**config.mk**
```make
export PLATFORM = sky130hd
export DESIGN_NAME = rx_dcore
export DESIGN_NICKNAME = d
export VERILOG_FILES = /design/src/verilog/dcore_pkg.sv /design/src/verilog/cdr_loop.sv /design/src/verilog/dump_capture.sv /design/src/verilog/host_regs.sv /design/src/verilog/mem_arbiter.sv /design/src/verilog/rx_dcore.sv /design/src/verilog/sample_ram.sv
export SDC_FILE = /design/constraint.sdc
export NUM_CORES = 1
export LEC_CHECK = 0
export ABC_AREA = 1
export CAP_MARGIN = 20
export CORE_ASPECT_RATIO = 0.9
export CORE_MARGIN = 5
export CORE_UTILIZATION = 55
export CTS_CLUSTER_SIZE = 16
export DETAILED_ROUTE_END_ITERATION = 8
export DONT_BUFFER_PORTS = 1
export PLACE_DENSITY = 0.7
export SYNTH_ARGS = -nofsm -noshare
export SYNTH_HDL_FRONTEND = slang
export SYNTH_SLANG_ARGS = --single-unit
```
**constraint.sdc**
```tcl
create_clock -name clk_adc_i -period 6.6 [get_ports clk_adc_i]
set_input_delay 0.99 -clock clk_adc_i [delete_from_list [all_inputs] [get_ports clk_adc_i]]
set_output_delay 0.99 -clock clk_adc_i [all_outputs]
set_load 0.005 [all_outputs]
```
**src/verilog/dcore_pkg.sv**
```systemverilog
`default_nettype none

package dcore_pkg;

	// datapath sizes, overridable per instance through module parameters
	localparam int NTI        = 4;	// interleaved lanes
	localparam int NADC       = 8;	// magnitude bits per lane
	localparam int NPI        = 6;	// phase interpolator code
	localparam int ACC_W      = 16;	// loop integrator
	localparam int DUMP_DEPTH = 16;	// frames per dump
	localparam int DUMP_AW    = $clog2(DUMP_DEPTH);
	localparam int FRAME_W    = NTI * (NADC + 1);	// sign above magnitude per lane

	typedef enum logic [1:0] {
		HOST_NOP    = 2'd0,
		HOST_RD_REG = 2'd1,
		HOST_WR_REG = 2'd2,
		HOST_RD_MEM = 2'd3
	} host_op_e;

	typedef enum logic [1:0] {
		REG_CTRL   = 2'd0,	// cdr_en, gain_shift
		REG_PI_OVR = 2'd1,	// override enable and code
		REG_STATUS = 2'd2	// read only
	} reg_addr_e;

	typedef enum logic [1:0] {
		CAP_IDLE  = 2'd0,
		CAP_WRITE = 2'd1,
		CAP_DONE  = 2'd2
	} cap_state_e;

	typedef enum logic [1:0] {
		HOST_IDLE     = 2'd0,
		HOST_MEM_WAIT = 2'd1,
		HOST_ACK      = 2'd2
	} host_state_e;

endpackage

`default_nettype wire

```
**src/verilog/cdr_loop.sv**
```systemverilog
`timescale 1ns/1ps
`default_nettype none

module cdr_loop #(
	parameter int NTI   = dcore_pkg::NTI,
	parameter int NADC  = dcore_pkg::NADC,
	parameter int NPI   = dcore_pkg::NPI,
	parameter int ACC_W = dcore_pkg::ACC_W
) (
	input  wire logic                clk_adc_i,
	input  wire logic                rst_n_i,
	input  wire logic [NTI*NADC-1:0] adcout_i,
	input  wire logic [NTI-1:0]      adcout_sign_i,
	input  wire logic                cdr_en_i,
	input  wire logic [3:0]          gain_shift_i,
	input  wire logic                pi_ovr_en_i,
	input  wire logic [NPI-1:0]      pi_ovr_val_i,
	output logic      [NPI-1:0]      pi_ctl_o
);

	// room for NTI magnitudes of either sign
	localparam int ERR_W = NADC + $clog2(NTI) + 1;
	localparam logic signed [ACC_W-1:0] ACC_MAX = {1'b0, {(ACC_W-1){1'b1}}};
	localparam logic signed [ACC_W-1:0] ACC_MIN = {1'b1, {(ACC_W-1){1'b0}}};

	logic                    sign_prev_q;	// lane NTI-1 of the last frame
	logic signed [ERR_W-1:0] err_d;
	logic signed [ERR_W-1:0] err_q;
	logic signed [ERR_W-1:0] step;
	logic signed [ACC_W:0]   sum;
	logic signed [ACC_W-1:0] acc_q;

	// stage 1: phase error from sign transitions across the frame
	always_comb begin
		logic                    prev_sgn;
		logic signed [ERR_W-1:0] mag;
		err_d = '0;
		for (int i = 0; i < NTI; i++) begin
			prev_sgn = (i == 0) ? sign_prev_q : adcout_sign_i[(i == 0) ? 0 : i-1];
			mag = $signed({{(ERR_W-NADC){1'b0}}, adcout_i[i*NADC +: NADC]});
			if (adcout_sign_i[i] != prev_sgn) begin
				if (adcout_sign_i[i])
					err_d = err_d - mag;	// falling into negative
				else
					err_d = err_d + mag;
			end
		end
	end

	always_ff @(posedge clk_adc_i) begin
		if (!rst_n_i) begin
			sign_prev_q <= 1'b0;
			err_q       <= '0;
		end else begin
			sign_prev_q <= adcout_sign_i[NTI-1];
			err_q       <= err_d;
		end
	end

	// stage 2: loop gain and saturating integrator
	assign step = err_q >>> gain_shift_i;

	always_comb begin
		logic signed [ACC_W:0] acc_ext;
		logic signed [ACC_W:0] step_ext;
		acc_ext  = acc_q;	// sign extended
		step_ext = step;
		sum      = acc_ext + step_ext;
	end

	always_ff @(posedge clk_adc_i) begin
		if (!rst_n_i) begin
			acc_q <= '0;
		end else if (cdr_en_i) begin
			if (sum[ACC_W] != sum[ACC_W-1])
				acc_q <= sum[ACC_W] ? ACC_MIN : ACC_MAX;	// clip on overflow
			else
				acc_q <= sum[ACC_W-1:0];
		end
	end

	// offset binary code, zero integrator gives mid code
	assign pi_ctl_o = pi_ovr_en_i ? pi_ovr_val_i
		: {~acc_q[ACC_W-1], acc_q[ACC_W-2 -: NPI-1]};

endmodule

`default_nettype wire

```
**src/verilog/dump_capture.sv**
```systemverilog
`timescale 1ns/1ps
`default_nettype none

module dump_capture #(
	parameter int NTI        = dcore_pkg::NTI,
	parameter int NADC       = dcore_pkg::NADC,
	parameter int DUMP_DEPTH = dcore_pkg::DUMP_DEPTH,
	localparam int DUMP_AW   = $clog2(DUMP_DEPTH),
	localparam int FRAME_W   = NTI * (NADC + 1)
) (
	input  wire logic                clk_adc_i,
	input  wire logic                rst_n_i,
	input  wire logic                dump_start_i,
	input  wire logic [NTI*NADC-1:0] adcout_i,
	input  wire logic [NTI-1:0]      adcout_sign_i,
	output logic                     cap_req_o,
	output logic      [DUMP_AW-1:0]  cap_addr_o,
	output logic      [FRAME_W-1:0]  cap_wdata_o,
	output logic                     dump_done_o
);

	localparam logic [DUMP_AW-1:0] LAST_ADDR = DUMP_AW'(DUMP_DEPTH - 1);

	dcore_pkg::cap_state_e state_q;
	logic [DUMP_AW-1:0]    addr_q;

	always_ff @(posedge clk_adc_i) begin
		if (!rst_n_i) begin
			state_q <= dcore_pkg::CAP_IDLE;
			addr_q  <= '0;
		end else begin
			case (state_q)
				dcore_pkg::CAP_WRITE: begin
					// one frame per cycle, start pulses ignored here
					if (addr_q == LAST_ADDR)
						state_q <= dcore_pkg::CAP_DONE;
					addr_q <= addr_q + 1'b1;
				end
				default: begin	// idle or done
					if (dump_start_i) begin
						state_q <= dcore_pkg::CAP_WRITE;
						addr_q  <= '0;
					end
				end
			endcase
		end
	end

	// lane i field holds {sign, magnitude}, lane 0 lowest
	genvar i;
	generate
		for (i = 0; i < NTI; i++) begin : g_pack
			assign cap_wdata_o[i*(NADC+1) +: NADC+1] =
				{adcout_sign_i[i], adcout_i[i*NADC +: NADC]};
		end
	endgenerate

	assign cap_req_o   = (state_q == dcore_pkg::CAP_WRITE);
	assign cap_addr_o  = addr_q;
	assign dump_done_o = (state_q == dcore_pkg::CAP_DONE);	// held until next start

endmodule

`default_nettype wire

```
**src/verilog/host_regs.sv**
```systemverilog
`timescale 1ns/1ps
`default_nettype none

module host_regs #(
	parameter int NTI        = dcore_pkg::NTI,
	parameter int NADC       = dcore_pkg::NADC,
	parameter int NPI        = dcore_pkg::NPI,
	parameter int DUMP_DEPTH = dcore_pkg::DUMP_DEPTH,
	localparam int DUMP_AW   = $clog2(DUMP_DEPTH),
	localparam int FRAME_W   = NTI * (NADC + 1)
) (
	input  wire logic                clk_adc_i,
	input  wire logic                rst_n_i,
	input  wire dcore_pkg::host_op_e host_op_i,
	input  wire logic [DUMP_AW-1:0]  host_addr_i,
	input  wire logic [31:0]         host_wdata_i,
	output logic                     host_ack_o,
	output logic      [31:0]         host_rdata_o,
	output logic                     hst_req_o,
	output logic      [DUMP_AW-1:0]  hst_addr_o,
	input  wire logic                hst_gnt_i,
	input  wire logic [FRAME_W-1:0]  mem_rdata_i,
	input  wire logic                dump_done_i,
	input  wire logic [NPI-1:0]      pi_ctl_i,
	output logic                     cdr_en_o,
	output logic      [3:0]          gain_shift_o,
	output logic                     pi_ovr_en_o,
	output logic      [NPI-1:0]      pi_ovr_val_o
);

	dcore_pkg::host_state_e state_q;
	dcore_pkg::host_op_e    op_q;
	dcore_pkg::reg_addr_e   reg_sel;
	logic [DUMP_AW-1:0]     addr_q;
	logic [31:0]            wdata_q;
	logic [31:0]            reg_rdata;

	assign reg_sel = dcore_pkg::reg_addr_e'(addr_q[1:0]);	// low bits pick the register

	always_comb begin
		reg_rdata = '0;
		case (reg_sel)
			dcore_pkg::REG_CTRL: begin
				reg_rdata[0]   = cdr_en_o;
				reg_rdata[7:4] = gain_shift_o;
			end
			dcore_pkg::REG_PI_OVR: begin
				reg_rdata[8]       = pi_ovr_en_o;
				reg_rdata[NPI-1:0] = pi_ovr_val_o;
			end
			dcore_pkg::REG_STATUS: begin
				reg_rdata[16]      = dump_done_i;
				reg_rdata[NPI-1:0] = pi_ctl_i;
			end
			default: ;
		endcase
	end

	always_ff @(posedge clk_adc_i) begin
		if (!rst_n_i) begin
			state_q      <= dcore_pkg::HOST_IDLE;
			host_ack_o   <= 1'b0;
			cdr_en_o     <= 1'b0;
			gain_shift_o <= '0;
			pi_ovr_en_o  <= 1'b0;
			pi_ovr_val_o <= '0;
		end else begin
			host_ack_o <= 1'b0;
			case (state_q)
				dcore_pkg::HOST_IDLE: begin
					if (host_op_i == dcore_pkg::HOST_RD_MEM)
						state_q <= dcore_pkg::HOST_MEM_WAIT;
					else if (host_op_i != dcore_pkg::HOST_NOP)
						state_q <= dcore_pkg::HOST_ACK;
				end
				dcore_pkg::HOST_MEM_WAIT: begin
					if (hst_gnt_i)	// read data lands next cycle
						state_q <= dcore_pkg::HOST_ACK;
				end
				dcore_pkg::HOST_ACK: begin
					if (op_q == dcore_pkg::HOST_WR_REG) begin
						if (reg_sel == dcore_pkg::REG_CTRL) begin
							cdr_en_o     <= wdata_q[0];
							gain_shift_o <= wdata_q[7:4];
						end else if (reg_sel == dcore_pkg::REG_PI_OVR) begin
							pi_ovr_en_o  <= wdata_q[8];
							pi_ovr_val_o <= wdata_q[NPI-1:0];
						end
					end
					host_ack_o <= 1'b1;
					state_q    <= dcore_pkg::HOST_IDLE;
				end
				default: state_q <= dcore_pkg::HOST_IDLE;
			endcase
		end
	end

	// command capture and read data
	always_ff @(posedge clk_adc_i) begin
		if (state_q == dcore_pkg::HOST_IDLE) begin
			op_q    <= host_op_i;
			addr_q  <= host_addr_i;
			wdata_q <= host_wdata_i;
		end
		if (state_q == dcore_pkg::HOST_ACK)
			host_rdata_o <= (op_q == dcore_pkg::HOST_RD_MEM) ? 32'(mem_rdata_i) : reg_rdata;
	end

	assign hst_req_o  = (state_q == dcore_pkg::HOST_MEM_WAIT);
	assign hst_addr_o = addr_q;

endmodule

`default_nettype wire

```
**src/verilog/mem_arbiter.sv**
```systemverilog
`timescale 1ns/1ps
`default_nettype none

module mem_arbiter #(
	parameter int NTI        = dcore_pkg::NTI,
	parameter int NADC       = dcore_pkg::NADC,
	parameter int DUMP_DEPTH = dcore_pkg::DUMP_DEPTH,
	localparam int DUMP_AW   = $clog2(DUMP_DEPTH),
	localparam int FRAME_W   = NTI * (NADC + 1)
) (
	input  wire logic               clk_adc_i,
	input  wire logic               rst_n_i,
	input  wire logic               cap_req_i,
	input  wire logic [DUMP_AW-1:0] cap_addr_i,
	input  wire logic [FRAME_W-1:0] cap_wdata_i,
	input  wire logic               hst_req_i,
	input  wire logic [DUMP_AW-1:0] hst_addr_i,
	output logic                    hst_gnt_o,
	output logic                    mem_en_o,
	output logic                    mem_we_o,
	output logic      [DUMP_AW-1:0] mem_addr_o,
	output logic      [FRAME_W-1:0] mem_wdata_o
);

	logic gnt_q;	// grant issued last cycle

	// capture always wins and never waits for a grant
	// host only gets a free cycle, and not twice in a row
	assign hst_gnt_o = hst_req_i & ~cap_req_i & ~gnt_q;

	always_ff @(posedge clk_adc_i) begin
		if (!rst_n_i)
			gnt_q <= 1'b0;
		else
			gnt_q <= hst_gnt_o;
	end

	assign mem_en_o    = cap_req_i | hst_gnt_o;
	assign mem_we_o    = cap_req_i;	// host side is read only
	assign mem_addr_o  = cap_req_i ? cap_addr_i : hst_addr_i;
	assign mem_wdata_o = cap_wdata_i;

endmodule

`default_nettype wire

```
**src/verilog/rx_dcore.sv**
```systemverilog
`timescale 1ns/1ps
`default_nettype none

module rx_dcore #(
	parameter int NTI        = dcore_pkg::NTI,
	parameter int NADC       = 7,	// keeps a stored frame within 32 bits
	parameter int NPI        = dcore_pkg::NPI,
	parameter int ACC_W      = dcore_pkg::ACC_W,
	parameter int DUMP_DEPTH = dcore_pkg::DUMP_DEPTH,
	localparam int DUMP_AW   = $clog2(DUMP_DEPTH),
	localparam int FRAME_W   = NTI * (NADC + 1)
) (
	input  wire logic                clk_adc_i,
	input  wire logic                rst_n_i,
	input  wire logic [NTI*NADC-1:0] adcout_i,
	input  wire logic [NTI-1:0]      adcout_sign_i,
	input  wire logic                ext_dump_start_i,
	input  wire dcore_pkg::host_op_e host_op_i,
	input  wire logic [DUMP_AW-1:0]  host_addr_i,
	input  wire logic [31:0]         host_wdata_i,
	output logic      [NPI-1:0]      pi_ctl_o,
	output logic                     host_ack_o,
	output logic      [31:0]         host_rdata_o,
	output logic                     dump_done_o
);

	// loop config from the register block
	logic               cdr_en;
	logic [3:0]         gain_shift;
	logic               pi_ovr_en;
	logic [NPI-1:0]     pi_ovr_val;

	// memory requesters
	logic               cap_req;
	logic [DUMP_AW-1:0] cap_addr;
	logic [FRAME_W-1:0] cap_wdata;
	logic               hst_req;
	logic [DUMP_AW-1:0] hst_addr;
	logic               hst_gnt;

	// memory port
	logic               mem_en;
	logic               mem_we;
	logic [DUMP_AW-1:0] mem_addr;
	logic [FRAME_W-1:0] mem_wdata;
	logic [FRAME_W-1:0] mem_rdata;

	cdr_loop #(.NTI(NTI), .NADC(NADC), .NPI(NPI), .ACC_W(ACC_W)) i_cdr_loop (
		.clk_adc_i    (clk_adc_i),
		.rst_n_i      (rst_n_i),
		.adcout_i     (adcout_i),
		.adcout_sign_i(adcout_sign_i),
		.cdr_en_i     (cdr_en),
		.gain_shift_i (gain_shift),
		.pi_ovr_en_i  (pi_ovr_en),
		.pi_ovr_val_i (pi_ovr_val),
		.pi_ctl_o     (pi_ctl_o)
	);

	dump_capture #(.NTI(NTI), .NADC(NADC), .DUMP_DEPTH(DUMP_DEPTH)) i_dump_capture (
		.clk_adc_i    (clk_adc_i),
		.rst_n_i      (rst_n_i),
		.dump_start_i (ext_dump_start_i),
		.adcout_i     (adcout_i),
		.adcout_sign_i(adcout_sign_i),
		.cap_req_o    (cap_req),
		.cap_addr_o   (cap_addr),
		.cap_wdata_o  (cap_wdata),
		.dump_done_o  (dump_done_o)	// also status for the host
	);

	host_regs #(.NTI(NTI), .NADC(NADC), .NPI(NPI), .DUMP_DEPTH(DUMP_DEPTH)) i_host_regs (
		.clk_adc_i   (clk_adc_i),
		.rst_n_i     (rst_n_i),
		.host_op_i   (host_op_i),
		.host_addr_i (host_addr_i),
		.host_wdata_i(host_wdata_i),
		.host_ack_o  (host_ack_o),
		.host_rdata_o(host_rdata_o),
		.hst_req_o   (hst_req),
		.hst_addr_o  (hst_addr),
		.hst_gnt_i   (hst_gnt),
		.mem_rdata_i (mem_rdata),
		.dump_done_i (dump_done_o),
		.pi_ctl_i    (pi_ctl_o),
		.cdr_en_o    (cdr_en),
		.gain_shift_o(gain_shift),
		.pi_ovr_en_o (pi_ovr_en),
		.pi_ovr_val_o(pi_ovr_val)
	);

	mem_arbiter #(.NTI(NTI), .NADC(NADC), .DUMP_DEPTH(DUMP_DEPTH)) i_mem_arbiter (
		.clk_adc_i  (clk_adc_i),
		.rst_n_i    (rst_n_i),
		.cap_req_i  (cap_req),
		.cap_addr_i (cap_addr),
		.cap_wdata_i(cap_wdata),
		.hst_req_i  (hst_req),
		.hst_addr_i (hst_addr),
		.hst_gnt_o  (hst_gnt),
		.mem_en_o   (mem_en),
		.mem_we_o   (mem_we),
		.mem_addr_o (mem_addr),
		.mem_wdata_o(mem_wdata)
	);

	sample_ram #(.DUMP_DEPTH(DUMP_DEPTH), .FRAME_W(FRAME_W)) i_sample_ram (
		.clk_adc_i(clk_adc_i),
		.en_i     (mem_en),
		.we_i     (mem_we),
		.addr_i   (mem_addr),
		.wdata_i  (mem_wdata),
		.rdata_o  (mem_rdata)
	);

endmodule

`default_nettype wire

```
**src/verilog/sample_ram.sv**
```systemverilog
`timescale 1ns/1ps
`default_nettype none

module sample_ram #(
	parameter int DUMP_DEPTH = dcore_pkg::DUMP_DEPTH,
	parameter int FRAME_W    = dcore_pkg::FRAME_W,
	localparam int DUMP_AW   = $clog2(DUMP_DEPTH)
) (
	input  wire logic               clk_adc_i,
	input  wire logic               en_i,
	input  wire logic               we_i,
	input  wire logic [DUMP_AW-1:0] addr_i,
	input  wire logic [FRAME_W-1:0] wdata_i,
	output logic      [FRAME_W-1:0] rdata_o
);

	logic [FRAME_W-1:0] mem [DUMP_DEPTH];

	// single port, read data one cycle after the access
	always_ff @(posedge clk_adc_i) begin
		if (en_i) begin
			if (we_i)
				mem[addr_i] <= wdata_i;
			else
				rdata_o <= mem[addr_i];
		end
	end

endmodule

`default_nettype wire
```
==> impl_results.md <==
* CP required at 7.11 ns
* TritonCTS Buffers at 61
* Clock root buffer: clkbuf_16
* Vias after detailed routing at 17.54k
* H-tree depth at 2
* Initial antenna violation count at 1
* Initial core utilization at between 50% and 60%
* Worst setup SP type: primary input
* CTS tree: done
* Nets at 2250
* Sink Count at 640
* Die Wd at 243.6 um
* Relative slew margins at approximately a quarter
* Crit path kind: primary input to flip-flop
* Register area share after synthesis at 69.32%
* Post-DR wirelength/cell at 23.80 um
* Hold path start: adcout_i[6]
* Post-synth top cells: edfxtp_1, nand3_1, nand2_1
* Crit path time final at 5.069 ns
* Worst IR Drop VDD at 0.0002443 V
* Worst R2R Start: i_cdr_loop.sign_prev_q
* Drt total wl at 66.67 mm
* Final TNS setup at 0 ns
* Hold Vio Cnt, Final at 0
* Max-slew violation count at 0
* CP max-delay cell: o31ai_1
* Vias per inst at 6.261
* Mapped Nets at 2273
* Final setup margin at approximately 1.5 ns
* CTS resizes at 0
* DP Worst Slack at between 0.9 and 1 ns
* Core Box Area at 48850 um2
* Synth top area share at 65.68%
* Top post-synthesis cells by area: edfxtp_1, nand3_1, dfxtp_1
* Met3 WL at 5.869 mm
* Critical path origin: adcout_i[7]
* Layout cells sized above 1 at 8.160%
* Die height at 220.3 um
* Syn Inst Count at 2145
* Post-Route Skew at between 0.01 and 0.015 ns
* Die area at roughly 54000 um2
* Worst setup EP type: flip-flop
* Pwr dens at 315.7 nW/um2
* Asr flop ratio synth at 0%
* RSZ-0062 raised after global routing: false
* Xor and xnor area share after synthesis at under 10%
* Post-CTS Hold Buffers at 0
* First-pass GRT wire length at around 100 mm
* Synth Area in Simple Gates at 11.51%
* Post-synth EDFFs at just under 600
* Clk Latency, worst-skew pair at 0.63 ns
* Largest family of logic cells by synthesized area: simple AND/OR/NAND/NOR gates
* DRC at 0
* ANT cells at 0
* Largest net degree at the start of global routing at between 150 and 200
* Post-synthesis register bit count at 640
* Post-Syn Area at 27020 um2
* Number of max-cap violations at 0
* Ports at 113
* Max stage delay on crit path at 0.40 ns
* Hpwl dp at roughly 37 mm
* Critical Path AT at about 5.6 ns
* Slew of the pin with the lowest slew margin at roughly 1.1 ns
* Clk buf depth at 3
* Fmax at 0.1973 GHz
* Status: finished, final reports clean
* Largest fanout on the critical path at 19
* Most frequent cell after synthesis: edfxtp_1
* Post-synthesis mux area share at 0.1482%
* Gr ovfl total at 0
* Worst path bufs/invs at 6
* Gpl congestion at 0.8646
* Met1 Wirelength at 27.69 mm
* Num rows at 77
* Yosys top cell by area: edfxtp_1
* Post-synthesis compound-gate area fraction at 11.01%
* Met2 WL at 31.50 mm
* Final setup viols at 0
* GRT Total Usage at 24.38%
* ANT nets after route at 0
* Average size of a mapped cell at about 13 um2
* Post-Synth Adder-Cell Area at under 10%
* Area growth, synth to finish at 9.924%
* Port buffer count at 0
* Cell mode on critical path: nand2_1
* Yosys warns at 0
* Starting DRT DRC Count at 2286
* Static leakage at approximately 0.010 uW
* Distinct cells, synth at 51
* DRT Pass-1 Iters at 5
* Final Cycle Share at 76.80%
* Clock-pin slew on the worst setup and hold paths at 0.07 ns
* Vias in the first global route at 16.48k
* Post-CTS Setup Bufs at 0
* Most used flip-flop cell after synthesis: edfxtp_1
* Hold Path Class: primary input to flip-flop
* R2R Setup Slk at 1.82 ns
* Highest Signal Layer: met5
* Top Family by Delay on Critical Path: compound AO/OA/AOI/OAI gates
## metrics by stage
step                total power [uW]  area [um2]  hold WS [ns]  std cells  util [%]
floorplan                       5652       27020        0.4002       2145         -
global placement                5991       27750        0.4337       2691     56.82
detailed placement              6028       27750        0.4424       2691     56.82
CTS                             9391       29700        0.4230       2801     60.80
global route                    9744       29700        0.4228       2801     60.80
finish                          9375       29700        0.4508       2801     60.80
## power breakdown
part / internal, uW / switching [uW] / total [uW] / leakage (uW)
clock network: 1930 / 1490 / 3420 / 0.000945
logic: 413 / 920 / 1330 / 0.00346
registers: 4570 / 53.0 / 4630 / 0.00577
total: 6920 / 2460 / 9380 / 0.0102
## layout make-up
| class | instances | area, um2 |
|---|---|---|
| Clock buffer | 70 | 1603 |
| Clock inverter | 40 | 344.1 |
| Fill cell | 3634 | 19150 |
| Inverter | 159 | 601.8 |
| Multi-Input combinational cell | 1230 | 7382 |
| Sequential cell | 640 | 18730 |
| Tap cell | 632 | 790.8 |
| Timing Repair Buffer | 30 | 250.2 |
## path summary, 6_finish.rpt
kind | depth (start not counted) | end
worst max-delay path | 33 | i_cdr_loop.err_q[9]
worst min-delay path | 0 | i_sample_ram.mem[10][6]
worst max register to register | 31 | i_cdr_loop.err_q[9]
worst min register to register | 1 | i_mem_arbiter.gnt_q
## cells in the final DEF (no fill, tap or decap), types with 10 or more instances in the layout
cell type	n
a22oi_2	10
or4_1	32
nor2_4	21
nand2_1	182
clkinv_2	11
nor3_1	12
a31oi_1	133
buf_4	28
a22oi_1	123
nand3_1	299
clkinv_1	17
o21ai_0	76
xor2_1	33
a21oi_1	77
edfxtp_1	591
clkbuf_16	63
ha_1	51
inv_1	148
nor2_1	94
dfxtp_1	49
## state kept, by name, indices dropped and copies added, names as in the netlist
register,flops
i_sample_ram.mem,512
i_host_regs.host_rdata_o,32
i_sample_ram.rdata_o,32
i_cdr_loop.acc_q,16
i_cdr_loop.err_q,10
i_host_regs.wdata_q,9
i_host_regs.pi_ovr_val_o,6
i_dump_capture.cap_addr_o,4
i_host_regs.gain_shift_o,4
i_host_regs.hst_addr_o,4
i_dump_capture.state_q,2
i_host_regs.op_q,2
i_host_regs.state_q,2
i_cdr_loop.sign_prev_q,1
i_host_regs.cdr_en_o,1
i_host_regs.host_ack_o,1
i_host_regs.pi_ovr_en_o,1
i_mem_arbiter.gnt_q,1
## cells by family (layout without fill, tap and decap cells)
group,Yosys count,count (layout)
buffers and inverters,275,299
flip-flops,640,640
AND/OR/NAND/NOR,668,668
adder cells (fa/ha/maj),55,55
AO/OA/AOI/OAI,461,461
multiplexers,4,4
XOR/XNOR,42,42
## routing by layer
layer / track usage, % / vias up
met5: 0 / -
met4: 6.281 / 2
met3: 4.783 / 105
met2: 38.84 / 796
met1: 35.22 / 8607
li1: - / 8028
(Power assumes the default switching activity.)
